### config.mk
export PLATFORM = sky130hd
export DESIGN_NAME = sequenceControl_flat
export DESIGN_NICKNAME = d
export VERILOG_FILES = /design/src/a09Pkg.sv /design/src/a09CtrlIf.sv /design/src/sequenceControl.sv /design/src/flat_wrapper.sv
export SDC_FILE = /design/constraint.sdc
export NUM_CORES = 1
export LEC_CHECK = 0
export BUFFER_PORTS_ARGS = -buffer_cell sky130_fd_sc_hd__buf_2
export CORE_MARGIN = 1.5
export CORE_UTILIZATION = 40
export CTS_BUF_LIST = sky130_fd_sc_hd__clkbuf_8
export DETAILED_ROUTE_END_ITERATION = 8
export GPL_TIMING_DRIVEN = 1
export MAX_ROUTING_LAYER = met4
export PLACE_DENSITY = 0.83
export SLEW_MARGIN = 20
export SYNTH_ARGS = -nofsm -noshare
export SYNTH_HDL_FRONTEND = slang
export SYNTH_SLANG_ARGS = --single-unit
### constraint.sdc
create_clock -name Clk -period 1.7 [get_ports Clk]
set_input_delay 0.17 -clock Clk [delete_from_list [all_inputs] [get_ports Clk]]
set_output_delay 0.17 -clock Clk [all_outputs]
set_load 0.02 [all_outputs]
### src/a09Pkg.sv
package a09Pkg;

    // ----------------------------------------------------------
    // Widths
    // ----------------------------------------------------------
    localparam int DataWidth   = 16;    // Data path and registers
    localparam int AddrWidth   = 8;     // 256 words of memory
    localparam int RegSelWidth = 3;     // Eight registers
    localparam int FlagWidth   = 4;
    localparam int OpWidth     = 5;     // IR[15:11]
    localparam int AluOpWidth  = 3;

    // Instruction opcodes
    typedef enum logic [OpWidth-1:0] {
        OpNop = 5'd0,
        OpHlt = 5'd1,
        OpLdi = 5'd2,     // Rd = IR[10:8], imm = IR[7:0]
        OpLd  = 5'd3,     // Rd = IR[10:8], addr = IR[7:0]
        OpSt  = 5'd4,     // addr = IR[10:3], data = src1
        OpMov = 5'd5,
        OpAdd = 5'd6,
        OpSub = 5'd7,
        OpAnd = 5'd8,
        OpOr  = 5'd9,
        OpXor = 5'd10,
        OpCmp = 5'd11,    // Flags only
        OpBeq = 5'd12,
        OpBne = 5'd13,
        OpJmp = 5'd14,    // Target in src1
        OpJsr = 5'd15,
        OpRts = 5'd16,
        OpOut = 5'd17
    } opcodeT;

    typedef enum logic [AluOpWidth-1:0] {
        AluAdd  = 3'd0,
        AluSub  = 3'd1,
        AluAnd  = 3'd2,
        AluOr   = 3'd3,
        AluXor  = 3'd4,
        AluPass = 3'd5
    } aluOpT;

    // Flag bit positions
    localparam int FlagZ = 0;
    localparam int FlagC = 1;    // Borrow on subtract
    localparam int FlagN = 2;
    localparam int FlagV = 3;

    // ----------------------------------------------------------
    // Sequencer and datapath selects
    // ----------------------------------------------------------
    typedef enum logic [2:0] {
        StIdle, StFetch, StLoadIr, StDecode, StExec, StMemRd, StWrBack, StHalt
    } seqStateT;

    typedef enum logic [1:0] {AddrPc, AddrSrc2, AddrLow, AddrHigh} AddrSrcT;
    typedef enum logic [1:0] {DataImm, DataMem, DataAlu, DataSrc1} DataSrcT;
    typedef enum logic [1:0] {PcBranch, PcReturn, PcReg, PcZero} PcSrcT;

endpackage

### src/a09CtrlIf.sv
`timescale 1ns/1ps

interface a09CtrlIf
    import a09Pkg::*;
();
    // Program flow
    logic                   irLd;
    logic                   pcLd;
    logic                   pcInc;
    PcSrcT                  pcSrc;
    logic                   braSrc;     // 1 = IR offset, 0 = src1 offset
    logic                   stkLd;
    // Memory
    logic                   memEn;
    logic                   memWr;
    AddrSrcT                addrSrc;
    // Register file and ALU
    logic                   regWe;
    DataSrcT                dataSrc;
    aluOpT                  aluOp;
    logic                   aluLd;
    logic                   flgLd;
    logic                   flgRst;
    // Output port
    logic                   outLd;
    logic                   outSel;     // 1 = src1, 0 = memory data
    // Status back to the decoder
    logic [DataWidth-1:0]   ir;
    logic [FlagWidth-1:0]   flags;

    modport decode (
        output irLd, pcLd, pcInc, pcSrc, braSrc, stkLd, memEn, memWr, addrSrc,
        output regWe, dataSrc, aluOp, aluLd, flgLd, flgRst, outLd, outSel,
        input  ir, flags
    );

    modport execute (
        input  regWe, aluOp, aluLd, flgLd, flgRst,
        output flags
    );

    modport fetch (
        input  irLd, pcLd, pcInc, pcSrc, braSrc, stkLd, memEn, memWr, addrSrc,
        input  dataSrc, outLd, outSel,
        output ir
    );

endinterface

### src/sequenceControl.sv
`timescale 1ns/1ps

module sequenceControl
    import a09Pkg::*;
(
    input  logic     Clk,
    input  logic     rstN,
    input  logic     start,
    a09CtrlIf.decode ctrl,
    output logic     ready,
    output logic     halt
);

    seqStateT state;
    seqStateT stateNext;
    opcodeT   opcode;
    logic     zero;

    assign opcode = opcodeT'(ctrl.ir[15:11]);
    assign zero   = ctrl.flags[FlagZ];

    assign ready = (state == StIdle);
    assign halt  = (state == StHalt);

    always_ff @(posedge Clk or negedge rstN) begin
        if (!rstN) begin
            state <= StIdle;
        end else begin
            state <= stateNext;
        end
    end

    // ----------------------------------------------------------
    // Strobe pattern per state
    // ----------------------------------------------------------
    always_comb begin
        stateNext    = state;
        ctrl.irLd    = 1'b0;
        ctrl.pcLd    = 1'b0;
        ctrl.pcInc   = 1'b0;
        ctrl.pcSrc   = PcBranch;
        ctrl.braSrc  = 1'b1;
        ctrl.stkLd   = 1'b0;
        ctrl.memEn   = 1'b0;
        ctrl.memWr   = 1'b0;
        ctrl.addrSrc = AddrPc;
        ctrl.regWe   = 1'b0;
        ctrl.dataSrc = DataImm;
        ctrl.aluOp   = AluPass;
        ctrl.aluLd   = 1'b0;
        ctrl.flgLd   = 1'b0;
        ctrl.flgRst  = 1'b0;
        ctrl.outLd   = 1'b0;
        ctrl.outSel  = 1'b1;

        case (state)
            StIdle, StHalt: begin
                if (start) begin              // Restart at address 0
                    ctrl.pcLd   = 1'b1;
                    ctrl.pcSrc  = PcZero;
                    ctrl.flgRst = 1'b1;
                    stateNext   = StFetch;
                end
            end
            StFetch: begin
                ctrl.memEn = 1'b1;            // Read at PC
                ctrl.pcInc = 1'b1;
                stateNext  = StLoadIr;
            end
            StLoadIr: begin
                ctrl.irLd = 1'b1;             // Memory data now valid
                stateNext = StDecode;
            end
            StDecode: stateNext = StExec;     // IR settles into decode
            StExec: begin
                stateNext = StFetch;          // Most opcodes finish here
                case (opcode)
                    OpNop: ;
                    OpHlt: stateNext = StHalt;
                    OpLdi: ctrl.regWe = 1'b1;
                    OpLd: begin
                        ctrl.memEn   = 1'b1;
                        ctrl.addrSrc = AddrLow;
                        stateNext    = StMemRd;
                    end
                    OpSt: begin
                        ctrl.memWr   = 1'b1;
                        ctrl.addrSrc = AddrHigh;
                    end
                    OpMov: begin
                        ctrl.regWe   = 1'b1;
                        ctrl.dataSrc = DataSrc1;
                    end
                    OpAdd, OpSub, OpAnd, OpOr, OpXor: begin
                        ctrl.aluLd = 1'b1;
                        ctrl.flgLd = 1'b1;
                        stateNext  = StWrBack;
                        case (opcode)
                            OpAdd:   ctrl.aluOp = AluAdd;
                            OpSub:   ctrl.aluOp = AluSub;
                            OpAnd:   ctrl.aluOp = AluAnd;
                            OpOr:    ctrl.aluOp = AluOr;
                            default: ctrl.aluOp = AluXor;
                        endcase
                    end
                    OpCmp: begin
                        ctrl.aluOp = AluSub;      // Flags only, no writeback
                        ctrl.flgLd = 1'b1;
                    end
                    OpBeq, OpBne: begin
                        ctrl.pcLd   = (opcode == OpBeq) ? zero : !zero;
                        ctrl.flgRst = 1'b1;       // Flags consumed by branch
                    end
                    OpJmp: begin
                        ctrl.pcLd  = 1'b1;
                        ctrl.pcSrc = PcReg;
                    end
                    OpJsr: begin
                        ctrl.pcLd  = 1'b1;
                        ctrl.stkLd = 1'b1;        // PC already points past JSR
                    end
                    OpRts: begin
                        ctrl.pcLd  = 1'b1;
                        ctrl.pcSrc = PcReturn;
                    end
                    OpOut: ctrl.outLd = 1'b1;
                    default: stateNext = StHalt;  // Illegal opcode stops core
                endcase
            end
            StMemRd: begin
                ctrl.regWe   = 1'b1;
                ctrl.dataSrc = DataMem;
                stateNext    = StFetch;
            end
            StWrBack: begin
                ctrl.regWe   = 1'b1;
                ctrl.dataSrc = DataAlu;
                stateNext    = StFetch;
            end
            default: stateNext = StIdle;
        endcase
    end

    // Store cycle can never overlap an instruction load
    aMemWrIrLd: assert property (@(posedge Clk) disable iff (!rstN)
        !(ctrl.memWr && ctrl.irLd));

    // Output strobe is a single-cycle pulse
    aOutLdPulse: assert property (@(posedge Clk) disable iff (!rstN)
        ctrl.outLd |=> !ctrl.outLd);

endmodule
### src/flat_wrapper.sv
// flat-port wrapper written by rule: the top's interface ports become plain ports
module sequenceControl_flat import a09Pkg::*;
  (Clk, rstN, start, ready, halt, ctrl_irLd, ctrl_pcLd, ctrl_pcInc, ctrl_pcSrc, ctrl_braSrc, ctrl_stkLd, ctrl_memEn, ctrl_memWr, ctrl_addrSrc, ctrl_regWe, ctrl_dataSrc, ctrl_aluOp, ctrl_aluLd, ctrl_flgLd, ctrl_flgRst, ctrl_outLd, ctrl_outSel, ctrl_ir, ctrl_flags);
  a09CtrlIf ctrl_i ();
  input  logic Clk;
  input  logic rstN;
  input  logic start;
  output logic ready;
  output logic halt;
  output wire logic [$bits(ctrl_i.irLd)-1:0] ctrl_irLd;
  output wire logic [$bits(ctrl_i.pcLd)-1:0] ctrl_pcLd;
  output wire logic [$bits(ctrl_i.pcInc)-1:0] ctrl_pcInc;
  output wire logic [$bits(ctrl_i.pcSrc)-1:0] ctrl_pcSrc;
  output wire logic [$bits(ctrl_i.braSrc)-1:0] ctrl_braSrc;
  output wire logic [$bits(ctrl_i.stkLd)-1:0] ctrl_stkLd;
  output wire logic [$bits(ctrl_i.memEn)-1:0] ctrl_memEn;
  output wire logic [$bits(ctrl_i.memWr)-1:0] ctrl_memWr;
  output wire logic [$bits(ctrl_i.addrSrc)-1:0] ctrl_addrSrc;
  output wire logic [$bits(ctrl_i.regWe)-1:0] ctrl_regWe;
  output wire logic [$bits(ctrl_i.dataSrc)-1:0] ctrl_dataSrc;
  output wire logic [$bits(ctrl_i.aluOp)-1:0] ctrl_aluOp;
  output wire logic [$bits(ctrl_i.aluLd)-1:0] ctrl_aluLd;
  output wire logic [$bits(ctrl_i.flgLd)-1:0] ctrl_flgLd;
  output wire logic [$bits(ctrl_i.flgRst)-1:0] ctrl_flgRst;
  output wire logic [$bits(ctrl_i.outLd)-1:0] ctrl_outLd;
  output wire logic [$bits(ctrl_i.outSel)-1:0] ctrl_outSel;
  input wire logic [$bits(ctrl_i.ir)-1:0] ctrl_ir;
  input wire logic [$bits(ctrl_i.flags)-1:0] ctrl_flags;
  assign ctrl_irLd = ctrl_i.irLd;
  assign ctrl_pcLd = ctrl_i.pcLd;
  assign ctrl_pcInc = ctrl_i.pcInc;
  assign ctrl_pcSrc = ctrl_i.pcSrc;
  assign ctrl_braSrc = ctrl_i.braSrc;
  assign ctrl_stkLd = ctrl_i.stkLd;
  assign ctrl_memEn = ctrl_i.memEn;
  assign ctrl_memWr = ctrl_i.memWr;
  assign ctrl_addrSrc = ctrl_i.addrSrc;
  assign ctrl_regWe = ctrl_i.regWe;
  assign ctrl_dataSrc = ctrl_i.dataSrc;
  assign ctrl_aluOp = ctrl_i.aluOp;
  assign ctrl_aluLd = ctrl_i.aluLd;
  assign ctrl_flgLd = ctrl_i.flgLd;
  assign ctrl_flgRst = ctrl_i.flgRst;
  assign ctrl_outLd = ctrl_i.outLd;
  assign ctrl_outSel = ctrl_i.outSel;
  assign ctrl_i.ir = ctrl_ir;
  assign ctrl_i.flags = ctrl_flags;
  sequenceControl u_core (.Clk(Clk), .rstN(rstN), .start(start), .ctrl(ctrl_i), .ready(ready), .halt(halt));
endmodule
### Word level (Yosys, flattened, before mapping)

Cells that the tools add are included.

* register bits after elaboration: 3
* input bits: 23
* output and inout port bits: 24
* word-level logic and storage cells: 71

* equal/unequal tests: 24
* mux-type cells: 35
* reduce and logical (&&, ||, !) cells: 11

Operators with widths (count)
* 5-bit by 4-bit == test with 1-bit output (second input constant): 8
* 5-bit by 3-bit == test with 1-bit output (second input constant): 4
* 3-bit one-hot mux with 6 select lines: 1
* 1-bit two-way mux: 17
* 3-bit == test (second input constant): 4
* 2-bit one-hot mux with 2 select lines: 3
* 3-bit one-hot mux with 4 select lines: 1
* 11-bit OR reduction: 1
* 5-bit by 2-bit == test with 1-bit output (second input constant): 2
* 5-bit == test (second input constant): 2
* 1-bit one-hot mux with 2 select lines: 5
* 3-bit one-hot mux with 3 select lines: 1
* 2-bit OR reduction: 4
* 3-bit by 2-bit == test with 1-bit output (second input constant): 2
* 2-bit two-way mux: 3
* 3-bit two-way mux: 2
* 2-bit one-hot mux with 3 select lines: 1
* 3-bit one-hot mux with 2 select lines: 1
* 6-bit OR reduction: 1
* 5-bit zero test: 1
* 5-bit OR reduction: 1
* 3-bit by 1-bit == test with 1-bit output (second input constant): 1
* 3-bit zero test: 1
* 3-bit OR reduction: 1
* other kinds (2): 2

### Depth between registers and ports, before layout

* word-level depth: 4
* mapped depth: 5
* gate-level depth less buffers: 4

### Worst setup path after synthesis

No wires, ideal clock.

* path type: register to output
* start: register u_core.state[2]
* end: output port ctrl_flgRst
* arrival time: 1619 ps
* data required time: 1530 ps
* setup slack: -89 ps
* cell stages (with the launch flop): 5
* buffers on the path: 1
* cell sequence: dfrtp_1 > buf_2 > nor3_1 > o21ai_0 > o21ai_0

* word-level cells in the longest chain between the ends: 3
* elaborated cells between the ends (all ways): 5
* classes of those cells: 2 x eq/ne; 1 x mux; 2 x reduce/logical

Ends and longest elaborated chain
* start: declaration: line sequenceControl.sv:14 `seqStateT state;`
* start signal: assignment: line sequenceControl.sv:27 `state <= StIdle;`
* start signal: assignment: line sequenceControl.sv:29 `state <= stateNext;`
* 3-bit zero test
* net ready: line flat_wrapper.sv:8 `output logic ready;`
* 2-bit OR reduction: line sequenceControl.sv:56 `case (state)`
* 1-bit one-hot mux with 2 select lines: line sequenceControl.sv:56
* end: declaration: line flat_wrapper.sv:24 `output wire logic [$bits(ctrl_i.flgRst)-1:0] ctrl_flgRst;`

The timed path passes the listed nets, and every way through them passes these cells.

### Final worst setup path

* start: register u_core.state[1]
* end: output port ctrl_aluOp[0]

* word-level cells in the longest chain between the ends: 2

Ends and longest elaborated chain
* 3-bit == test: line sequenceControl.sv:56
* 3-bit two-way mux: line sequenceControl.sv:56
* end: declaration: line flat_wrapper.sv:21 `output wire logic [$bits(ctrl_i.aluOp)-1:0] ctrl_aluOp;`

Every way passes these cells.

==> run metrics <==
final worst setup slack=between 0.005 and 0.006 ns; cell family contributing the most delay on the critical path=simple AND/OR/NAND/NOR gates; number of flip-flops in the largest register=3; HP Class=input port to async pin; run status=finished clean; Clock Pin Slew Worst Setup and Hold Paths=0.03 ns; maximum capacitance violations=0; net count of the finished layout=roughly 150; register-to-register setup slack=0.27 ns; post-route clock skew=0.00109 ns; I/O pins=47; core area=1320 sq um; worst setup path start=u_core.state[1]$_DFFE_PN0P_; final weighted congestion in routability-driven placement=~0.75; design area=901 sq um; Netlist cell types=34; hold violation count in the final report=0; H-tree lvl count=1; synthesized area per cell=6.58 sq um; largest net degree at the start of global routing=14; final core occ=68.4%; DRC violation count after routing=0; area after detailed placement=739 sq um; flops & latches, synth=3; cell with the most instances on the worst path=sky130_fd_sc_hd__buf_6; largest registers in the final layout=u_core.state (3); Die Span X=41.1 microns; startpoint type of the worst setup path=flop; fraction of registers with async set or reset after synthesis=100%; Critical path destination=ctrl_aluOp[0]; GRT Total Usage=20.4%; maximum resistive drop on vdd=472 uV; via count=765; clock tree from TritonCTS=done; maximum buffer depth of the clock tree=2; number of antenna repair diodes=0; 1st-pass router iterations=4; Highest Clock Rate=~0.59 GHz; overflow left after global routing=0; sequential share of the synthesized area=13.0%; average routed wire per standard cell=around 11 microns; Reg with most FFs=u_core.state; launching point of the worst reg2reg path=u_core.state[1]$_DFFE_PN0P_; cells after synthesis=88; warning count from the yosys run=0; Setup CP Type=flop to output port; buffer and inverter count on the worst path=2; CP cell instances=nor3b_4 > buf_6 > nand2b_4 > or3_4 > buf_6; total standard cell area after synthesis=579 sq um; most used flip-flop cell after synthesis=sky130_fd_sc_hd__dfrtp_1; reg-to-reg critical path endpoint=u_core.state[1]$_DFFE_PN0P_; pre-CTS setup slack=0.114 ns; count of cells along the worst register-to-register path=4; HPWL after detailed placement=1.14 mm; number of port buffers=30; logic depth of the worst path, buffers included=5; leakage power total=0.000445 uW; longest individual stage delay on the worst path=0.41 ns; first-pass GRT wire length=around 2.2 mm; layout overhead on the synthesized area=55.5%; number of antenna violations at the first check in global routing=0; number of clock sinks=3; clock period minus final worst setup slack=1.69 ns; vias per inst=between 5 and 6; RSZ-0062 raised after global routing=true; final period utilization=99.7%; effective utilization at floorplan=44.0%; Final ANT Viol Nets=0; max-slew violation count=0; Die Outline Area=approximately 1700 sq um; Worst path slowest cell=sky130_fd_sc_hd__dfrtp_1; largest fanout of any net on the critical path=5; critical path required time=1.53 ns; data arrival time of the critical path=1.52 ns; Final setup viols=0; vias in the first global route=544; Die Ht=41.1 microns; share of final-layout standard cells stronger than drive strength 1=45.6%; power density over the cells=1250 nW/um^2; wire length reported by the detailed router=1.60 mm; root buffer cell=sky130_fd_sc_hd__clkbuf_8; Starting DRT DRC Count=21; clock buffers created by TritonCTS=3; number of synthesized flops with an enable pin=0; worst-skew pair later-pin latency=approximately 0.21 ns; row cnt=13; category of the worst setup path capture point=output port
Yosys cell counts, types with 3 or more instances:
cell	instances	area share [%]
sky130_fd_sc_hd__a21oi_1	6	5.2
sky130_fd_sc_hd__buf_2	5	4.3
sky130_fd_sc_hd__dfrtp_1	3	13
sky130_fd_sc_hd__inv_1	3	1.9
sky130_fd_sc_hd__nand2_1	9	5.8
sky130_fd_sc_hd__nand2b_1	3	3.2
sky130_fd_sc_hd__nor2_1	16	10
sky130_fd_sc_hd__nor3_1	3	2.6
sky130_fd_sc_hd__nor3b_1	5	6.5
sky130_fd_sc_hd__o21ai_0	6	5.2
through the flow:
stage	cells	hold WS (ns)	total power (uW)	TNS, ns
after floorplan	89	-0.126	652	0
after global placement	131	-0.0352	808	0
after detailed placement	131	-0.0332	829	0
after CTS	139	0.279	1070	0
after global routing	140	0.295	1220	-0.126
final	140	0.278	1120	0
area by class of cell:
| cell class | count | area (sq um) |
|---|---|---|
| Fill cell | 120 | 417 |
| Tap cell | 15 | 18.8 |
| Sequential cell | 3 | 75.1 |
| Timing Repair Buffer | 41 | 264 |
| Multi-Input combinational cell | 74 | 487 |
| Inverter | 3 | 11.3 |
| Clock inverter | 1 | 3.75 |
| Clock buffer | 3 | 41.3 |
layout by cell type (no fill, tap or decap), types with 4 or more instances in the layout:
| master | n |
|---|---|
| sky130_fd_sc_hd__nand2_1 | 9 |
| sky130_fd_sc_hd__a21oi_1 | 5 |
| sky130_fd_sc_hd__o21ai_0 | 4 |
| sky130_fd_sc_hd__buf_2 | 23 |
| sky130_fd_sc_hd__buf_4 | 14 |
| sky130_fd_sc_hd__nor2_1 | 16 |
| sky130_fd_sc_hd__inv_1 | 4 |
| sky130_fd_sc_hd__nor3b_1 | 5 |
per-layer routing:
metal / GRT usage (%) / vias up / part of all wire, %
met5: - / - / 0
met4: 5.00 / 0 / 0
met3: 3.26 / 0 / 5.4
met2: 34.4 / 31 / 52
met1: 25.1 / 358 / 42
li1: - / 376 / -
what timing repair did:
action | CTS | global route
pin swaps | 3 | 2
hold buffers | 1 | 0
setup endpoints to repair | 6 | 9
gates resized for setup | 6 | 14
endpoints found under the hold margin | 3 | 0
buffers inserted | 3 | 1
how the worst min path moves through the flow:
| stage | from | end | slack (ns) | cells after the start |
|---|---|---|---|---|
| after floorplan | rstN | u_core.state[0]$_DFFE_PN0P_ | -0.13 | 0 |
| after global placement | rstN | u_core.state[0]$_DFFE_PN0P_ | -0.04 | 1 |
| after detailed placement | rstN | u_core.state[0]$_DFFE_PN0P_ | -0.03 | 1 |
| after CTS | rstN | u_core.state[0]$_DFFE_PN0P_ | 0.28 | 2 |
| after global routing | rstN | u_core.state[0]$_DFFE_PN0P_ | 0.29 | 2 |
| final | rstN | u_core.state[0]$_DFFE_PN0P_ | 0.28 | 2 |
cells by family after synthesis:
kind of cell | after synthesis | share of synthesized area (%)
AND/OR/NAND/NOR | 53 | 54.4
flip-flops | 3 | 13.0
buffers and inverters | 12 | 12.7
AO/OA/AOI/OAI | 19 | 19.2
other | 1 | 0.647
worst register-to-register path: stages (launching register included):
cell and delay, ns:
sky130_fd_sc_hd__dfrtp_1 0.41, sky130_fd_sc_hd__buf_4 0.19, sky130_fd_sc_hd__nor3b_1 0.15, sky130_fd_sc_hd__or3_1 0.38, sky130_fd_sc_hd__a21o_2 0.19
report_power, final:
part | switching (uW) | internal (uW)
sequential | 35.2 | 106
combinational | 442 | 342
clock | 45.1 | 154
total | 522 | 601
No activity file was read; power rests on OpenSTA's default activity.
