==> config.mk <==
export PLATFORM = sky130hd
export DESIGN_NAME = aluExecute_flat
export DESIGN_NICKNAME = d
export VERILOG_FILES = /design/src/a09Pkg.sv /design/src/a09CtrlIf.sv /design/src/aluExecute.sv /design/src/flat_wrapper.sv
export SDC_FILE = /design/constraint.sdc
export NUM_CORES = 1
export LEC_CHECK = 0
export BUFFER_PORTS_ARGS = -buffer_cell sky130_fd_sc_hd__buf_2
export CAP_MARGIN = 15
export CELL_PAD_IN_SITES_DETAIL_PLACEMENT = 0
export CELL_PAD_IN_SITES_GLOBAL_PLACEMENT = 1
export CORE_ASPECT_RATIO = 0.8
export CORE_MARGIN = 2
export CORE_UTILIZATION = 27
export DETAILED_ROUTE_END_ITERATION = 16
export MAX_ROUTING_LAYER = met4
export PLACE_DENSITY = 0.46
export SYNTH_ARGS = -nofsm -noshare
export SYNTH_HDL_FRONTEND = slang
export SYNTH_SLANG_ARGS = --single-unit
==> constraint.sdc <==
create_clock -name Clk -period 7 [get_ports Clk]
set_clock_uncertainty 0.2 [all_clocks]
set_input_delay 0.7 -clock Clk [delete_from_list [all_inputs] [get_ports Clk]]
set_output_delay 0.7 -clock Clk [all_outputs]
set_load 0.02 [all_outputs]
==> src/a09Pkg.sv <==
package a09Pkg;

    // ----------------------------------------------------------
    // Widths
    // ----------------------------------------------------------
    localparam int DataWidth   = 16;    // Data path and registers
    localparam int AddrWidth   = 8;     // 256 words of memory
    localparam int RegSelWidth = 3;     // Eight registers
    localparam int FlagWidth   = 4;
    localparam int OpWidth     = 5;     // IR[15:11]
    localparam int AluOpWidth  = 3;

    // Instruction opcodes
    typedef enum logic [OpWidth-1:0] {
        OpNop = 5'd0,
        OpHlt = 5'd1,
        OpLdi = 5'd2,     // Rd = IR[10:8], imm = IR[7:0]
        OpLd  = 5'd3,     // Rd = IR[10:8], addr = IR[7:0]
        OpSt  = 5'd4,     // addr = IR[10:3], data = src1
        OpMov = 5'd5,
        OpAdd = 5'd6,
        OpSub = 5'd7,
        OpAnd = 5'd8,
        OpOr  = 5'd9,
        OpXor = 5'd10,
        OpCmp = 5'd11,    // Flags only
        OpBeq = 5'd12,
        OpBne = 5'd13,
        OpJmp = 5'd14,    // Target in src1
        OpJsr = 5'd15,
        OpRts = 5'd16,
        OpOut = 5'd17
    } opcodeT;

    typedef enum logic [AluOpWidth-1:0] {
        AluAdd  = 3'd0,
        AluSub  = 3'd1,
        AluAnd  = 3'd2,
        AluOr   = 3'd3,
        AluXor  = 3'd4,
        AluPass = 3'd5
    } aluOpT;

    // Flag bit positions
    localparam int FlagZ = 0;
    localparam int FlagC = 1;    // Borrow on subtract
    localparam int FlagN = 2;
    localparam int FlagV = 3;

    // ----------------------------------------------------------
    // Sequencer and datapath selects
    // ----------------------------------------------------------
    typedef enum logic [2:0] {
        StIdle, StFetch, StLoadIr, StDecode, StExec, StMemRd, StWrBack, StHalt
    } seqStateT;

    typedef enum logic [1:0] {AddrPc, AddrSrc2, AddrLow, AddrHigh} AddrSrcT;
    typedef enum logic [1:0] {DataImm, DataMem, DataAlu, DataSrc1} DataSrcT;
    typedef enum logic [1:0] {PcBranch, PcReturn, PcReg, PcZero} PcSrcT;

endpackage

==> src/a09CtrlIf.sv <==
`timescale 1ns/1ps

interface a09CtrlIf
    import a09Pkg::*;
();
    // Program flow
    logic                   irLd;
    logic                   pcLd;
    logic                   pcInc;
    PcSrcT                  pcSrc;
    logic                   braSrc;     // 1 = IR offset, 0 = src1 offset
    logic                   stkLd;
    // Memory
    logic                   memEn;
    logic                   memWr;
    AddrSrcT                addrSrc;
    // Register file and ALU
    logic                   regWe;
    DataSrcT                dataSrc;
    aluOpT                  aluOp;
    logic                   aluLd;
    logic                   flgLd;
    logic                   flgRst;
    // Output port
    logic                   outLd;
    logic                   outSel;     // 1 = src1, 0 = memory data
    // Status back to the decoder
    logic [DataWidth-1:0]   ir;
    logic [FlagWidth-1:0]   flags;

    modport decode (
        output irLd, pcLd, pcInc, pcSrc, braSrc, stkLd, memEn, memWr, addrSrc,
        output regWe, dataSrc, aluOp, aluLd, flgLd, flgRst, outLd, outSel,
        input  ir, flags
    );

    modport execute (
        input  regWe, aluOp, aluLd, flgLd, flgRst,
        output flags
    );

    modport fetch (
        input  irLd, pcLd, pcInc, pcSrc, braSrc, stkLd, memEn, memWr, addrSrc,
        input  dataSrc, outLd, outSel,
        output ir
    );

endinterface

==> src/aluExecute.sv <==
`timescale 1ns/1ps

module aluExecute
    import a09Pkg::*;
(
    input  logic                 Clk,
    input  logic                 rstN,
    a09CtrlIf.execute            ctrl,
    input  logic [DataWidth-1:0] ir,
    input  logic [DataWidth-1:0] wbData,
    output logic [DataWidth-1:0] src1,
    output logic [DataWidth-1:0] src2,
    output logic [DataWidth-1:0] aluRes
);

    logic [DataWidth-1:0]   regs [2**RegSelWidth];
    logic [RegSelWidth-1:0] destSel;
    opcodeT                 opcode;
    logic [DataWidth-1:0]   aluY;
    logic                   carry;
    logic                   ovf;
    logic [FlagWidth-1:0]   flagsNext;
    logic [FlagWidth-1:0]   flagQ;

    // ----------------------------------------------------------
    // Register file
    // ----------------------------------------------------------
    assign opcode  = opcodeT'(ir[15:11]);
    assign destSel = (opcode == OpLdi || opcode == OpLd) ? ir[10:8] : ir[8:6];

    assign src1 = regs[ir[2:0]];        // Async reads
    assign src2 = regs[ir[5:3]];

    always_ff @(posedge Clk or negedge rstN) begin
        if (!rstN) begin
            for (int i = 0; i < 2**RegSelWidth; i++) begin
                regs[i] <= '0;
            end
        end else if (ctrl.regWe) begin
            regs[destSel] <= wbData;
        end
    end

    // ----------------------------------------------------------
    // ALU
    // ----------------------------------------------------------
    always_comb begin
        carry = 1'b0;
        ovf   = 1'b0;
        aluY  = src1;
        case (ctrl.aluOp)
            AluAdd: begin
                {carry, aluY} = {1'b0, src1} + {1'b0, src2};
                ovf = (src1[DataWidth-1] == src2[DataWidth-1]) &&
                      (aluY[DataWidth-1] != src1[DataWidth-1]);
            end
            AluSub: begin
                {carry, aluY} = {1'b0, src1} - {1'b0, src2};   // Carry is borrow
                ovf = (src1[DataWidth-1] != src2[DataWidth-1]) &&
                      (aluY[DataWidth-1] != src1[DataWidth-1]);
            end
            AluAnd:  aluY = src1 & src2;
            AluOr:   aluY = src1 | src2;
            AluXor:  aluY = src1 ^ src2;
            default: aluY = src1;         // Pass
        endcase
    end

    always_comb begin
        flagsNext        = '0;
        flagsNext[FlagZ] = (aluY == '0);
        flagsNext[FlagC] = carry;
        flagsNext[FlagN] = aluY[DataWidth-1];
        flagsNext[FlagV] = ovf;
    end

    // Result register feeds writeback one state later
    always_ff @(posedge Clk) begin
        if (ctrl.aluLd) begin
            aluRes <= aluY;
        end
    end

    always_ff @(posedge Clk or negedge rstN) begin
        if (!rstN) begin
            flagQ <= '0;
        end else if (ctrl.flgRst) begin
            flagQ <= '0;                  // Cleared after each branch
        end else if (ctrl.flgLd) begin
            flagQ <= flagsNext;
        end
    end

    assign ctrl.flags = flagQ;

    // Writeback of a result never lands in its own ALU cycle
    aRegWeAluLd: assert property (@(posedge Clk) disable iff (!rstN)
        !(ctrl.regWe && ctrl.aluLd));

endmodule

==> src/flat_wrapper.sv <==
// flat-port wrapper written by rule: the top's interface ports become plain ports
module aluExecute_flat import a09Pkg::*;
  (Clk, rstN, ir, wbData, src1, src2, aluRes, ctrl_regWe, ctrl_aluOp, ctrl_aluLd, ctrl_flgLd, ctrl_flgRst, ctrl_flags);
  a09CtrlIf ctrl_i ();
  input  logic Clk;
  input  logic rstN;
  input  logic [DataWidth-1:0] ir;
  input  logic [DataWidth-1:0] wbData;
  output logic [DataWidth-1:0] src1;
  output logic [DataWidth-1:0] src2;
  output logic [DataWidth-1:0] aluRes;
  input wire logic [$bits(ctrl_i.regWe)-1:0] ctrl_regWe;
  input wire logic [$bits(ctrl_i.aluOp)-1:0] ctrl_aluOp;
  input wire logic [$bits(ctrl_i.aluLd)-1:0] ctrl_aluLd;
  input wire logic [$bits(ctrl_i.flgLd)-1:0] ctrl_flgLd;
  input wire logic [$bits(ctrl_i.flgRst)-1:0] ctrl_flgRst;
  output wire logic [$bits(ctrl_i.flags)-1:0] ctrl_flags;
  assign ctrl_i.regWe = ctrl_regWe;
  assign ctrl_i.aluOp = ctrl_aluOp;
  assign ctrl_i.aluLd = ctrl_aluLd;
  assign ctrl_i.flgLd = ctrl_flgLd;
  assign ctrl_i.flgRst = ctrl_flgRst;
  assign ctrl_flags = ctrl_i.flags;
  aluExecute u_core (.Clk(Clk), .rstN(rstN), .ctrl(ctrl_i), .ir(ir), .wbData(wbData), .src1(src1), .src2(src2), .aluRes(aluRes));
endmodule
* Word level (Yosys, flattened, before mapping)
Index checks and enable logic that the tools add are counted.
** Cells by class
- Multiplexer cells :: 15
- Reductions and logical operators :: 7
- Add/subtract/negate cells :: 2
- Bitwise logic cells :: 6
- Order comparisons :: 4
- Equal/unequal tests :: 10
** Operators with widths (count)
- bitwise mux 128 bit :: 1
- binary-select mux 16 bit (select 3 bit) :: 2
- 2-to-1 mux 16 bit :: 5
- one-hot mux 16 bit (5 select lines) :: 1
- demux 16 bit (select 3 bit) :: 1
- adder 16 x 16 -> 17 bit :: 1
- subtractor 16 x 16 -> 17 bit :: 1
- bitwise AND 16 bit :: 1
- logical NOT 16 bit :: 1
- OR 16 bit :: 1
- XOR 16 bit :: 1
- >= comparator 4 bit, second input constant :: 3
- NOT 3 -> 4 bit :: 3
- equality test 5 x 2 -> 1 bit, second input constant :: 2
- 2-to-1 mux 4 bit :: 2
- equality test 3 x 2 -> 1 bit, second input constant :: 2
- < comparator 4 x 1 -> 1 bit, second input constant :: 1
- one-hot mux 1 bit (2 select lines) :: 2
- equality test 3 x 1 -> 1 bit, second input constant :: 1
- equality test 3 bit, second input constant :: 1
- logical AND 1 bit :: 3
- logical NOT 3 bit :: 1
- 2-to-1 mux 3 bit :: 1
- != test 1 bit :: 3
- other kinds (3) :: 3
** Word-level totals
- Bits in registers :: 148
- Input bits :: 41
- Output and inout bits :: 52
- Logic and storage cells :: 54

* Longest topological paths before layout
Gate-level depths: netlist of the first run.
- Depth in word-level cells :: 10
- Gate-level depth with buffers :: 18
- Gate-level depth less buffers :: 15

* Least setup slack after synthesis of the first run
Ideal clock, no wire load.
- Path type :: input port to flip-flop
- From :: in ir[3]
- To :: reg u_core.flagQ[0] (netlist: u_core.ctrl.flags[0])
- Buffers on the path :: 2
- Setup slack :: 1525 ps
- Data arrival time :: 5198 ps
- Required time :: 6724 ps
- Cell stages on the path :: 17
- Setup time :: 76 ps
- Path through :: clkbuf_1 buf_1 mux4_2 mux2i_1 inv_1 ha_1 fa_1 a211oi_1 o21ai_0 a21oi_1 o22ai_1 a211o_1 or4b_1 nor4_2 o211ai_1 or4_1 o21ai_1
** On the way
- Word-level cells in the longest chain between the ends :: 9
- Elaborated cells between the ends (all ways) :: 13
- Classes of those cells :: 2 x add/sub; 6 x mux; 4 x bitwise; 1 x reduce/logical
** RTL lines
- start, declared :: line flat_wrapper.sv:7 : input logic [DataWidth-1:0] ir;
- NOT 3 -> 4 bit (not written as such) * :: line aluExecute.sv:32 : assign src2 = regs[ir[5:3]];
- binary-select mux 16 bit (select 3 bit) * :: line aluExecute.sv:32
- 2-to-1 mux 16 bit (not written as such) * (2 in a row) :: line aluExecute.sv:32
- named net src2[0] :: line flat_wrapper.sv:10 : output logic [DataWidth-1:0] src2;
- subtractor 16 x 16 -> 17 bit (tied with other cells) :: line aluExecute.sv:58 : {carry, aluY} = {1'b0, src1} - {1'b0, src2};
- one-hot mux 16 bit (5 select lines) * :: line aluExecute.sv:51 : case (ctrl.aluOp)
- logical NOT 16 bit * :: line aluExecute.sv:71 : flagsNext[FlagZ] = (aluY == '0);
- 2-to-1 mux 4 bit * :: line aluExecute.sv:89 : end else if (ctrl.flgLd) begin
- 2-to-1 mux 4 bit * :: line aluExecute.sv:87 : end else if (ctrl.flgRst) begin
- end signal, assigned :: line aluExecute.sv:90 : flagQ <= flagsNext;
- end, declared :: line aluExecute.sv:23 : logic [FlagWidth-1:0] flagQ;
The timed path passes the listed nets; every way through them passes the cells marked *. The select of a mux whose other input is x is not followed.
A chain may end at the register's enable or synchronous reset.

* Final worst setup path of the first run
- From :: in ir[3]
- To :: reg u_core.flagQ[0] (netlist: u_core.ctrl.flags[0])
** On the way
- Word-level cells in the longest chain between the ends :: 9
- Elaborated cells between the ends (all ways) :: 13
- Classes of those cells :: 2 x add/sub; 6 x mux; 4 x bitwise; 1 x reduce/logical
** RTL lines
- NOT 3 -> 4 bit (not written as such) * :: line aluExecute.sv:32
- binary-select mux 16 bit (select 3 bit) * :: line aluExecute.sv:32
- 2-to-1 mux 16 bit (not written as such) * (2 in a row) :: line aluExecute.sv:32
- subtractor 16 x 16 -> 17 bit (tied with other cells) :: line aluExecute.sv:58
- one-hot mux 16 bit (5 select lines) * :: line aluExecute.sv:51
- named net u_core.aluY[6] :: line aluExecute.sv:19 : logic [DataWidth-1:0] aluY;
- logical NOT 16 bit * :: line aluExecute.sv:71
- 2-to-1 mux 4 bit * :: line aluExecute.sv:89
- 2-to-1 mux 4 bit * :: line aluExecute.sv:87
Marks and branches as above.

==> summary.md, run 1 <==
| Metric | Value |
|---|---|
| Ant diodes | `0` |
| Y dimension of the die | `177.3 um` |
| Count of standard-cell rows | `63` |
| Power per cell area | `355.9 nW/um2` |
| Pin count of the biggest net entering global routing | `74` |
| Clock latency at the later pin of the worst-skew pair | `0.44 ns` |
| Detailed-route DRC error count | `0` |
| Post-CTS Resized | `0` |
| Leading area contributor after synthesis | `sky130_fd_sc_hd__dfrtp_1` |
| Fill cells | `3786` |
| CTS Root Cell | `sky130_fd_sc_hd__clkbuf_16` |
| Post-synth EDFFs | `16` |
| Sum of negative setup slack | `0 ns` |
| # setup viols final | `0` |
| Post-synth design cell area | `10140 um2` |
| First-pass GRT wire length | `49170 um` |
| Max Buffers Root-to-Sink | `2` |
| Largest fanout on the critical path | `12` |
| CTS clk-pin slew, worst paths | `0.07 ns` |
| Critical Path Sink Type | `flop` |
| Antenna violation net count after detailed routing | `0` |
| Most frequently used flop master after synthesis | `sky130_fd_sc_hd__dfrtp_1` |
| Startpoint Class | `primary input` |
| Count of nets after finishing | `1035` |
| Clock Sinks | `148` |
| Initial antenna violation count | `1` |
| Worst Setup Path Type | `in2reg` |
| Detailed placer's ending HPWL | `22790 um` |
| Die boundary width | `220.6 um` |
| Worst setup slack for register-to-register paths | `2.05 ns` |
| Ratio of routed vias to standard cells | `5.157` |
| Finished Cell Area | `11830 um2` |
| H-tree levels | `4` |
| Number of buffers inserted by post-CTS setup repair | `0` |
| Share of flip-flops with an asynchronous set or reset | `89.19%` |
| Count of pins on the block boundary | `93` |
| Number of buffers created by CTS | `17` |
| Portion of synthesized cell area occupied by the leading cell type | `32.59%` |
| Average wire per cell in the routed design | `22.45 um` |
| RD Place Congestion | `0.7970` |
| Leakage power | `5.047 nW` |
| Relative max-transition margin | `20.40%` |
| Synthesized net count | `954` |
| Overflow after GRT | `0` |
| Area after detailed placement | `11180 um2` |
| Fmax | `180.1 MHz` |
| Worst Setup Slack, final | `1.447 ns` |
| CTS Hold Buffers Added | `0` |
| Starting density of the core | `27.36%` |
| Cell types with the largest area share after synthesis | `sky130_fd_sc_hd__dfrtp_1, sky130_fd_sc_hd__mux2_2, sky130_fd_sc_hd__mux4_2` |
| Synthesized netlist cell count | `863` |
| Core footprint | `37050 um2` |
| Final worst path period need | `5.553 ns` |
| Unrepaired setup endpoints after global routing | `false` |
| DP Worst Slack | `0.9718 ns` |
| Peak supply drop | `0.1356 mV` |
| Number of flip-flops and latches in the synthesized netlist | `148` |
| Drt total wl | `32410 um` |
| Yosys synthesis warning count | `0` |
| Die area | `39120 um2` |
| Worst Tran Pin Value | `1.190 ns` |
| Vias in the first global route | `7487` |
| Initial DRT Pass Iterations | `7` |
| Slew Limit Fails | `0` |
| CP arrival | `5.71 ns` |
| Path type of the worst min-delay path | `in2async` |
| Clock tree from TritonCTS | `yes` |
| Most common cell after layout, fill and taps aside | `sky130_fd_sc_hd__mux2_2` |
| Number of distinct library cells after synthesis | `72` |
| Via count | `7447` |
| Worst EP required | `7.16 ns` |
| Post-synthesis sequential area ratio | `37.33%` |
| Result of the run | `completed` |
| Synthesis-to-finish area growth | `16.73%` |
| Final worst-path cycle share | `79.33%` |
| Share of final-layout standard cells stronger than drive strength 1 | `37.83%` |
| Number of design-rule violations left by the first detailed-router iteration | `410` |
| Overall routing resource usage | `17.70%` |
| Count of port buffers added during placement | `91` |
| Count of max-cap constraint violations | `0` |
| Mean instance size in the synthesized netlist | `11.75 um2` |
| Final hold viol count | `0` |
| Highest-count cells in the layout ignoring fill and taps | `sky130_fd_sc_hd__mux2_2, sky130_fd_sc_hd__dfrtp_1, sky130_fd_sc_hd__buf_2, sky130_fd_sc_hd__mux4_2, sky130_fd_sc_hd__inv_1` |
power by group:
group          total, mW  leakage (nW)  internal (mW)  switching (mW)
Sequential          1.24          1.75           1.10           0.139
Clock               1.04         0.311          0.609           0.430
Combinational       1.94          2.99          0.825            1.11
Total               4.21          5.05           2.53            1.68
area by class of cell:
type / count / area (um2) / share of cell area, %
repair buffers: 114 / 634.4 / 5.362
flip-flops and latches: 148 / 3784 / 31.98
well taps: 487 / 609.3 / 5.150
inverters: 53 / 198.9 / 1.681
multi-input cells: 610 / 5957 / 50.35
clock buffers: 17 / 425.4 / 3.596
clock inverters: 15 / 222.7 / 1.882
cell families (layout without fill, tap and decap cells):
family                     after synthesis  count (layout)  share of synthesized area [%]
muxes                                  235             235                          33.01
AOI/OAI and AO/OA                      167             167                          11.00
and+or+nand+nor                        150             150                          7.604
DFF                                    148             148                          37.33
buffers and inverters                  105             199                          4.049
adders and majority gates               50              50                          6.320
xor gates and xnor gates                 8               8                         0.6913
worst paths after layout:
path | from | endpoint | depth (start not counted)
worst max-delay path | ir[3] | u_core.ctrl.flags[0]$_DFFE_PN0P_ | 15
worst min-delay path | rstN | u_core.regs[112]$_DFFE_PN0P_ | 1
worst max register to register | u_core.regs[4]$_DFFE_PN0P_ | u_core.ctrl.flags[0]$_DFFE_PN0P_ | 14
worst min register to register | u_core.ctrl.flags[0]$_DFFE_PN0P_ | u_core.ctrl.flags[0]$_DFFE_PN0P_ | 2
max in group asynchronous | rstN | u_core.regs[57]$_DFFE_PN0P_ | 2
min in group Clk | ctrl_flgRst | u_core.ctrl.flags[3]$_DFFE_PN0P_ | 2
registers in the layout, summed over array words and instances (netlist names):
| name | count |
|---|---|
| u_core.aluRes | 16 |
| u_core.ctrl.flags | 4 |
| u_core.regs | 128 |
per-stage QoR:
step | hold WS [ns] | util, % | std cells | power [mW]
floorplan | 0.2044 | - | 863 | 2.601
global placement | 0.3051 | 30.19 | 1412 | 3.183
detailed placement | 0.3096 | 30.19 | 1412 | 3.186
CTS | 0.07221 | 31.94 | 1444 | 4.250
global route | 0.08300 | 31.94 | 1444 | 4.496
finish | 0.04878 | 31.94 | 1444 | 4.211
worst max-delay path: stages:
cell,delay [ns]
sky130_fd_sc_hd__buf_2,0.37
sky130_fd_sc_hd__buf_4,0.35
sky130_fd_sc_hd__mux4_2,0.54
sky130_fd_sc_hd__mux2i_1,0.53
sky130_fd_sc_hd__ha_1,0.38
sky130_fd_sc_hd__o21bai_1,0.14
sky130_fd_sc_hd__a221oi_1,0.52
sky130_fd_sc_hd__mux2_1,0.37
sky130_fd_sc_hd__a211o_1,0.28
sky130_fd_sc_hd__o31a_1,0.14
sky130_fd_sc_hd__or4b_1,0.55
sky130_fd_sc_hd__nor4_2,0.16
sky130_fd_sc_hd__o211ai_1,0.13
sky130_fd_sc_hd__or4_1,0.42
sky130_fd_sc_hd__o21ai_1,0.12
Yosys cell counts, types with 5 or more instances:
cell                       number
sky130_fd_sc_hd__or2_2          6
sky130_fd_sc_hd__nor3b_1        6
sky130_fd_sc_hd__mux2_2       134
sky130_fd_sc_hd__inv_1         49
sky130_fd_sc_hd__a21oi_1       45
sky130_fd_sc_hd__a211oi_1       8
sky130_fd_sc_hd__nor2b_1        5
sky130_fd_sc_hd__edfxtp_1      16
sky130_fd_sc_hd__a21o_1         8
sky130_fd_sc_hd__and3_1         5
sky130_fd_sc_hd__nand3b_1       5
sky130_fd_sc_hd__dfrtp_1      132
sky130_fd_sc_hd__clkbuf_1      40
sky130_fd_sc_hd__o31a_1         5
sky130_fd_sc_hd__nor2_1        45
sky130_fd_sc_hd__xnor2_1        7
sky130_fd_sc_hd__or4_1          5
sky130_fd_sc_hd__o21bai_1       5
sky130_fd_sc_hd__o31ai_1        8
sky130_fd_sc_hd__mux2i_1       35
sky130_fd_sc_hd__ha_1          48
sky130_fd_sc_hd__nand2b_1       7
sky130_fd_sc_hd__nand2_1       26
sky130_fd_sc_hd__nor3_1        12
sky130_fd_sc_hd__mux4_2        61
sky130_fd_sc_hd__o21ai_0       31
sky130_fd_sc_hd__buf_1          9
sky130_fd_sc_hd__nand3_1       12
sky130_fd_sc_hd__o22ai_1        9
per-layer routing:
layer / up-vias / track usage, % / routed length [um]
li1: 3431 / - / -
met2: 129 / 26.32 / 14620
met5: - / - / 0
met3: 24 / 2.605 / 933
met4: 0 / 3.611 / 400
met1: 3863 / 25.58 / 16460
No activity file was read; power rests on OpenSTA's default activity.
==> run 2: changes to the inputs <==
==> constraint.sdc (replaced) <==
create_clock -name Clk -period 5.3 [get_ports Clk]
set_clock_uncertainty 0.2 [all_clocks]
set_input_delay 0.53 -clock Clk [delete_from_list [all_inputs] [get_ports Clk]]
set_output_delay 0.53 -clock Clk [all_outputs]
set_load 0.02 [all_outputs]
==> run 2 against run 1 <==
  * Worst setup slack got worse by 0.88 ns
  * Global-route usage barely moved
  * Non-clock buffer count rose by 58
  * Clock power rose by 23%
==> summary.md, run 2 (synthesis results as in run 1) <==
| Metric | Value |
|---|---|
| Post-Route Utilization | `33.03% (was 31.94%)` |
| Sum of negative setup slack | `0 ns (unchanged)` |
| Fill cells | `3763 (was 3786)` |
| Worst Setup Path Type | `in2reg (unchanged)` |
| Worst EP required | `5.47 ns (was 7.16 ns)` |
| Clock Sinks | `148 (unchanged)` |
| Cell type of the slowest stage on the worst timing path | `sky130_fd_sc_hd__mux4_2 (was sky130_fd_sc_hd__or4b_1)` |
| Average wire per cell in the routed design | `21.53 um (was 22.45 um)` |
| Path type of the worst min-delay path | `in2reg (was in2async)` |
| Unrepaired setup endpoints after global routing | `false (unchanged)` |
| Final worst-path cycle share | `89.22%` |
| Number of buffers created by CTS | `17 (unchanged)` |
| Die boundary width | `220.6 um (unchanged)` |
| Peak supply drop | `0.1705 mV (was 0.1356 mV)` |
| Power per cell area | `464.8 nW/um2 (was 355.9 nW/um2)` |
| RD Place Congestion | `0.8437 (was 0.7970)` |
| Fmax | `211.5 MHz` |
| H-tree levels | `4 (unchanged)` |
| CP arrival | `4.89 ns (was 5.71 ns)` |
| Total power | `5.687 mW (was 4.211 mW)` |
| Final worst path period need | `4.729 ns` |
| Count of max-cap constraint violations | `0 (unchanged)` |
| Delay of the slowest cell on the worst path | `0.57 ns (was 0.55 ns)` |
| CTS clk-pin slew, worst paths | `0.06 ns (was 0.07 ns)` |
| Pin count of the biggest net entering global routing | `60 (was 74)` |
| Cells along the critical path | `buf_2 > buf_4 > buf_4 > mux4_2 > mux2i_1 > buf_4 > ha_1 > nand3_1 > nor4_1 > buf_4 > nor2_1 > and3_1 > or4_1 > and3_1 > nor4_2 > o211ai_1 > or4_1 > o21ai_1 (was buf_2 > buf_4 > mux4_2 > mux2i_1 > ha_1 > o21bai_1 > a221oi_1 > mux2_1 > a211o_1 > o31a_1 > or4b_1 > nor4_2 > o211ai_1 > or4_1 > o21ai_1)` |
| Detailed placer's ending HPWL | `23470 um (was 22790 um)` |
| Post-CTS Resized | `0 (unchanged)` |
| Final hold viol count | `0 (unchanged)` |
| Starting density of the core | `27.36% (unchanged)` |
| Number of design-rule violations left by the first detailed-router iteration | `386 (was 410)` |
| Overall routing resource usage | `17.71% (was 17.70%)` |
| Synthesis-to-finish area growth | `20.73% (was 16.73%)` |
| Largest fanout on the critical path | `12 (unchanged)` |
| Relative max-transition margin | `28.56% (was 20.40%)` |
| Die area | `39120 um2 (unchanged)` |
| Initial antenna violation count | `0 (was 1)` |
| Y dimension of the die | `177.3 um (unchanged)` |
| Count of port buffers added during placement | `91 (unchanged)` |
| Instance count along the most critical hold path | `2` |
| # setup viols final | `0 (unchanged)` |
| Count of standard-cell rows | `63 (unchanged)` |
| Slew Limit Fails | `0 (unchanged)` |
| Critical Path Sink Type | `flop (unchanged)` |
| Number of buffers inserted by post-CTS setup repair | `0 (unchanged)` |
| CTS Root Cell | `sky130_fd_sc_hd__clkbuf_16 (unchanged)` |
| Antenna violation net count after detailed routing | `0 (unchanged)` |
| Most flop-heavy register | `u_core.regs (unchanged)` |
| Most common cell after layout, fill and taps aside | `sky130_fd_sc_hd__mux2_2 (unchanged)` |
| Share of final-layout standard cells stronger than drive strength 1 | `41.18% (was 37.83%)` |
| Leakage power | `5.316 nW (was 5.047 nW)` |
| Count of nets after finishing | `1093 (was 1035)` |
| Initial DRT Pass Iterations | `4 (was 7)` |
| Clock latency at the later pin of the worst-skew pair | `0.45 ns (was 0.44 ns)` |
| Startpoint Class | `primary input (unchanged)` |
| Cell mode on critical path | `sky130_fd_sc_hd__buf_4` |
| Detailed-route DRC error count | `0 (unchanged)` |
| Clock tree from TritonCTS | `yes (unchanged)` |
| Overflow after GRT | `0 (unchanged)` |
| Result of the run | `completed (unchanged)` |
| Core footprint | `37050 um2 (unchanged)` |
| Highest-count cells in the layout ignoring fill and taps | `sky130_fd_sc_hd__mux2_2, sky130_fd_sc_hd__dfrtp_1, sky130_fd_sc_hd__buf_2, sky130_fd_sc_hd__buf_4, sky130_fd_sc_hd__mux4_2 (was sky130_fd_sc_hd__mux2_2, sky130_fd_sc_hd__dfrtp_1, sky130_fd_sc_hd__buf_2, sky130_fd_sc_hd__mux4_2, sky130_fd_sc_hd__inv_1)` |
| Vias in the first global route | `7627 (was 7487)` |
| Max reg flops | `128 (unchanged)` |
| Worst Tran Pin Value | `1.069 ns (was 1.190 ns)` |
| Worst Reg2Reg Path Length in Cells | `15 (was 14)` |
| Count of pins on the block boundary | `93 (unchanged)` |
| Via count | `7574 (was 7447)` |
| Drt total wl | `32360 um (was 32410 um)` |
| Ratio of routed vias to standard cells | `5.039 (was 5.157)` |
| First-pass GRT wire length | `49460 um (was 49170 um)` |
| Max Buffers Root-to-Sink | `2 (unchanged)` |
[run 2: layout make-up]
type                    count  area (um2)  share of cell area (%)
diodes                      1       2.502                 0.02045
clock buffers              20       456.7                   3.732
clock inverters            12       143.9                   1.176
inverters                  53       198.9                   1.626
multi-input cells         610        5957                   48.68
flip-flops and latches    148        3784                   30.92
well taps                 487       609.3                   4.980
repair buffers            172        1085                   8.865
[run 2: worst max-delay path, delay by kind of cell]
family / cells / cell delay, ns
buf+inv: 5 / 1.09
simple gates: 8 / 1.96
mux: 2 / 0.75
compound gates: 2 / 0.26
fa+ha+maj: 1 / 0.29
[run 2: worst paths after layout]
path,slack [ns],from,endpoint
max in group asynchronous,3.41,rstN,u_core.regs[20]$_DFFE_PN0P_
setup / recovery,0.57,ir[3],u_core.ctrl.flags[0]$_DFFE_PN0P_
hold reg to reg,0.32,u_core.regs[91]$_DFFE_PN0P_,u_core.regs[91]$_DFFE_PN0P_
setup reg to reg,0.59,u_core.regs[0]$_DFFE_PN0P_,u_core.ctrl.flags[0]$_DFFE_PN0P_
hold / removal,0.12,ctrl_flgRst,u_core.ctrl.flags[3]$_DFFE_PN0P_
min in group asynchronous,0.46,rstN,u_core.regs[97]$_DFFE_PN0P_
[run 2: metrics by stage]
stage / area, um2 / hold WS [ns] / setup slack, ns / instances
global placement: 11620 / 0.3042 / 0.1379 / 1469
global route: 12230 / 0.1144 / 0.1813 / 1502
CTS: 12230 / 0.09118 / 0.5061 / 1502
floorplan: 10140 / 0.03441 / 0.05697 / 863
finish: 12240 / 0.1150 / 0.5714 / 1503
detailed placement: 11620 / 0.3110 / 0.06026 / 1469
[run 2: routing by layer]
metal / vias to the layer above / global-route usage (%) / routed length (um) / part of all wire [%]
li1: 3561 / - / - / -
met1: 3870 / 24.88 / 16290 / 50
met2: 128 / 27.02 / 14770 / 46
met3: 15 / 2.948 / 1024 / 3.2
met4: 0 / 3.472 / 278 / 0.86
met5: - / - / 0 / 0
[run 2: timing repair]
action / 4_1_cts / 5_1_grt
hold endpoints to repair: 57 / 0
endpoints found under the setup margin: 0 / 0
hold buffers: 1 / 0
[run 2: power by group]
part           internal, mW  leakage [nW]  switching [mW]  total, mW
Combinational          1.27          3.27            1.50       2.77
Clock                 0.730         0.297           0.550       1.28
Sequential             1.45          1.75           0.187       1.64
Total                  3.45          5.32            2.24       5.69
==> run 3: changes to the inputs <==
--- a/config.mk
+++ b/config.mk
@@ -7,7 +7,7 @@
 export LEC_CHECK = 0
 export BUFFER_PORTS_ARGS = -buffer_cell sky130_fd_sc_hd__buf_2
 export CAP_MARGIN = 15
-export CELL_PAD_IN_SITES_DETAIL_PLACEMENT = 0
+export CELL_PAD_IN_SITES_DETAIL_PLACEMENT = 1
 export CELL_PAD_IN_SITES_GLOBAL_PLACEMENT = 1
 export CORE_ASPECT_RATIO = 0.8
 export CORE_MARGIN = 2
==> run 3 against run 2 <==
  * Core utilization barely moved
  * Sequential power is essentially flat
  * Die area unchanged
  * Worst hold slack worse by 0.0038 ns
  * Register-to-register slack got worse by 0.07 ns
  * Flip-flop and latch count did not move
  * Maximum frequency decreased by 1.1%
  * Critical path type is now reg2reg
  * Highest routed layer unchanged
==> summary.md, run 3 (synthesis results as in run 1) <==
| Metric | Value |
|---|---|
| Starting density of the core | `27.36% (unchanged)` |
| Clock latency at the later pin of the worst-skew pair | `0.45 ns (about the same)` |
| Clock tree from TritonCTS | `yes (unchanged)` |
| Detailed-route DRC error count | `0 (unchanged)` |
| Overall routing resource usage | `18.44% (was 17.71%)` |
| Number of design-rule violations left by the first detailed-router iteration | `355 (was 386)` |
| Final hold viol count | `0 (unchanged)` |
| Die boundary width | `220.6 um (unchanged)` |
| Core footprint | `37050 um2 (unchanged)` |
| Number of buffers created by CTS | `17 (unchanged)` |
| Detailed placer's ending HPWL | `24330 um (was 23470 um)` |
| Post-CTS Resized | `0 (unchanged)` |
| Leakage power | `5.318 nW (was 5.316 nW)` |
| Max Buffers Root-to-Sink | `2 (unchanged)` |
| Power per cell area | `469.7 nW/um2 (was 464.8 nW/um2)` |
| RD Place Congestion | `0.8437 (unchanged)` |
| Most common cell after layout, fill and taps aside | `sky130_fd_sc_hd__mux2_2 (unchanged)` |
| Pin count of the biggest net entering global routing | `60 (unchanged)` |
| Worst EP required | `5.47 ns (about the same)` |
| Fmax | `209.2 MHz (was 211.5 MHz)` |
| Worst Reg2Reg Path Length in Cells | `16 (was 15)` |
| H-tree levels | `4 (unchanged)` |
| Most flop-heavy register | `u_core.regs (unchanged)` |
| Sequential Area | `3784 um2 (unchanged)` |
| Average wire per cell in the routed design | `22.39 um (was 21.53 um)` |
| Overflow after GRT | `0 (unchanged)` |
| Count of standard-cell rows | `63 (unchanged)` |
| Count of nets after finishing | `1093 (unchanged)` |
| Number of buffers inserted by post-CTS setup repair | `0 (unchanged)` |
| CTS Root Cell | `sky130_fd_sc_hd__clkbuf_16 (unchanged)` |
| CP arrival | `4.95 ns (was 4.89 ns)` |
| Antenna violation net count after detailed routing | `0 (unchanged)` |
| Drt total wl | `33610 um (was 32360 um)` |
| Synthesis-to-finish area growth | `20.80% (was 20.73%)` |
| Slew Limit Fails | `0 (unchanged)` |
| # setup viols final | `0 (unchanged)` |
| Sum of negative setup slack | `0 ns (unchanged)` |
| Y dimension of the die | `177.3 um (unchanged)` |
| Critical Path Sink Type | `flop (unchanged)` |
| Path type of the worst min-delay path | `in2reg (unchanged)` |
| Critical path origin | `u_core.regs[0]$_DFFE_PN0P_ (was ir[3])` |
| Result of the run | `completed (unchanged)` |
| Ant diodes | `0 (was 1)` |
| Count of max-cap constraint violations | `0 (unchanged)` |
| Max reg flops | `128 (unchanged)` |
| Count of pins on the block boundary | `93 (unchanged)` |
| Worst Setup Path Type | `reg2reg (was in2reg)` |
| Startpoint Class | `flop (was primary input)` |
| Share of final-layout standard cells stronger than drive strength 1 | `41.22% (was 41.18%)` |
| Clock Sinks | `148 (unchanged)` |
| Ratio of routed vias to standard cells | `5.149 (was 5.039)` |
| CTS clk-pin slew, worst paths | `0.07 ns (was 0.06 ns)` |
| Beginning of the worst register-to-register path | `u_core.regs[0]$_DFFE_PN0P_ (unchanged)` |
| Count of port buffers added during placement | `91 (unchanged)` |
| Unrepaired setup endpoints after global routing | `false (unchanged)` |
| Fill cells | `4077 (was 3763)` |
| Initial DRT Pass Iterations | `4 (unchanged)` |
| Fin Hold WS | `0.1112 ns (was 0.1150 ns)` |
| End point of the critical path | `u_core.ctrl.flags[0]$_DFFE_PN0P_ (unchanged)` |
| Largest fanout on the critical path | `3 (was 12)` |
| DP Worst Slack | `0.07519 ns (was 0.06026 ns)` |
| First-pass GRT wire length | `51830 um (was 49460 um)` |
| Via count | `7728 (was 7574)` |
| Area of the multi-input gates | `5957 um2 (unchanged)` |
| Final worst path period need | `4.780 ns (was 4.729 ns)` |
| Vias in the first global route | `8081 (was 7627)` |
| Worst Setup Slack, final | `0.5199 ns (was 0.5714 ns)` |
| Worst setup slack for register-to-register paths | `0.52 ns (was 0.59 ns)` |
| Placed cell count | `1469 (unchanged)` |
| Relative max-transition margin | `25.49% (was 28.56%)` |
| Highest-count cells in the layout ignoring fill and taps | `sky130_fd_sc_hd__mux2_2, sky130_fd_sc_hd__dfrtp_1, sky130_fd_sc_hd__buf_2, sky130_fd_sc_hd__buf_4, sky130_fd_sc_hd__mux4_2 (unchanged)` |
| Finished Cell Area | `12240 um2 (about the same)` |
| Initial antenna violation count | `0 (unchanged)` |
| Final worst-path cycle share | `90.19% (was 89.22%)` |
| Peak supply drop | `0.1847 mV (was 0.1705 mV)` |
| Area after detailed placement | `11620 um2 (unchanged)` |
| Die area | `39120 um2 (unchanged)` |
| Worst Tran Pin Value | `1.115 ns (was 1.069 ns)` |
| Endpoint of the worst register-to-register path | `u_core.ctrl.flags[0]$_DFFE_PN0P_ (unchanged)` |
| Fin cells | `1501 (was 1503)` |
run 3: changes by cell type in the layout (fill, tap and decap cells not counted), sizes merged:
cell,change
inv,-1
diode,-1
bufinv,+1
clkinv,+1
clkbuf,-2
run 3: worst min-delay path by stage:
stage | startpoint | to | slack [ns] | cells after the start
after floorplan | rstN | u_core.ctrl.flags[0]$_DFFE_PN0P_ | 0.03 | 0
after global placement | u_core.regs[29]$_DFFE_PN0P_ | u_core.regs[29]$_DFFE_PN0P_ | 0.30 | 1
after detailed placement | u_core.regs[53]$_DFFE_PN0P_ | u_core.regs[53]$_DFFE_PN0P_ | 0.31 | 1
after CTS | ctrl_flgRst | u_core.ctrl.flags[3]$_DFFE_PN0P_ | 0.09 | 2
after global routing | ctrl_flgRst | u_core.ctrl.flags[1]$_DFFE_PN0P_ | 0.11 | 2
final | ctrl_flgRst | u_core.ctrl.flags[1]$_DFFE_PN0P_ | 0.11 | 2
run 3: where the power goes:
group | total [mW] | internal [mW] | switching, mW
logic | 2.79 | 1.27 | 1.52
clock network | 1.32 | 0.759 | 0.559
registers | 1.64 | 1.45 | 0.193
run 3: area by class of cell:
type | count | share of cell area, %
multi-input cells | 610 | 48.65
clock inverters | 13 | 1.400
repair buffers | 172 | 8.860
flip-flops and latches | 148 | 30.90
well taps | 487 | 4.977
clock buffers | 18 | 3.587
inverters | 53 | 1.625
run 3: stage by stage:
step / util (%) / total power, mW
6_report: 33.05 / 5.752
5_1_grt: 33.05 / 6.164
4_1_cts: 33.05 / 5.803
3_5_place_dp: 31.37 / 4.460
3_3_place_gp: 31.37 / 4.434
2_1_floorplan: - / 3.436
run 3: worst max-delay path: stages, from the launching register on:
cell,delay [ns]
sky130_fd_sc_hd__dfrtp_1,0.41
sky130_fd_sc_hd__mux4_2,0.48
sky130_fd_sc_hd__mux2i_1,0.24
sky130_fd_sc_hd__inv_1,0.13
sky130_fd_sc_hd__ha_1,0.25
sky130_fd_sc_hd__fa_1,0.41
sky130_fd_sc_hd__a211oi_1,0.44
sky130_fd_sc_hd__buf_4,0.20
sky130_fd_sc_hd__o211a_1,0.16
sky130_fd_sc_hd__nor2_1,0.09
sky130_fd_sc_hd__a32oi_1,0.24
sky130_fd_sc_hd__buf_4,0.17
sky130_fd_sc_hd__or4b_1,0.46
sky130_fd_sc_hd__nor4_2,0.17
sky130_fd_sc_hd__o211ai_1,0.12
sky130_fd_sc_hd__or4_1,0.41
sky130_fd_sc_hd__o21ai_1,0.13
run 3: what timing repair did:
| action | in CTS | in global routing |
|---|---|---|
| hold endpoints to repair | 57 | 0 |
| endpoints found under the setup margin | 0 | 0 |
| hold buffers | 1 | 0 |
run 3: per-layer routing:
layer | vias up | track usage, % | part of all wire [%]
met5 | - | - | 0
met4 | 0 | 4.167 | 1.4
met3 | 22 | 2.948 | 3.3
met2 | 119 | 27.85 | 45
met1 | 4044 | 26.00 | 50
li1 | 3543 | - | -
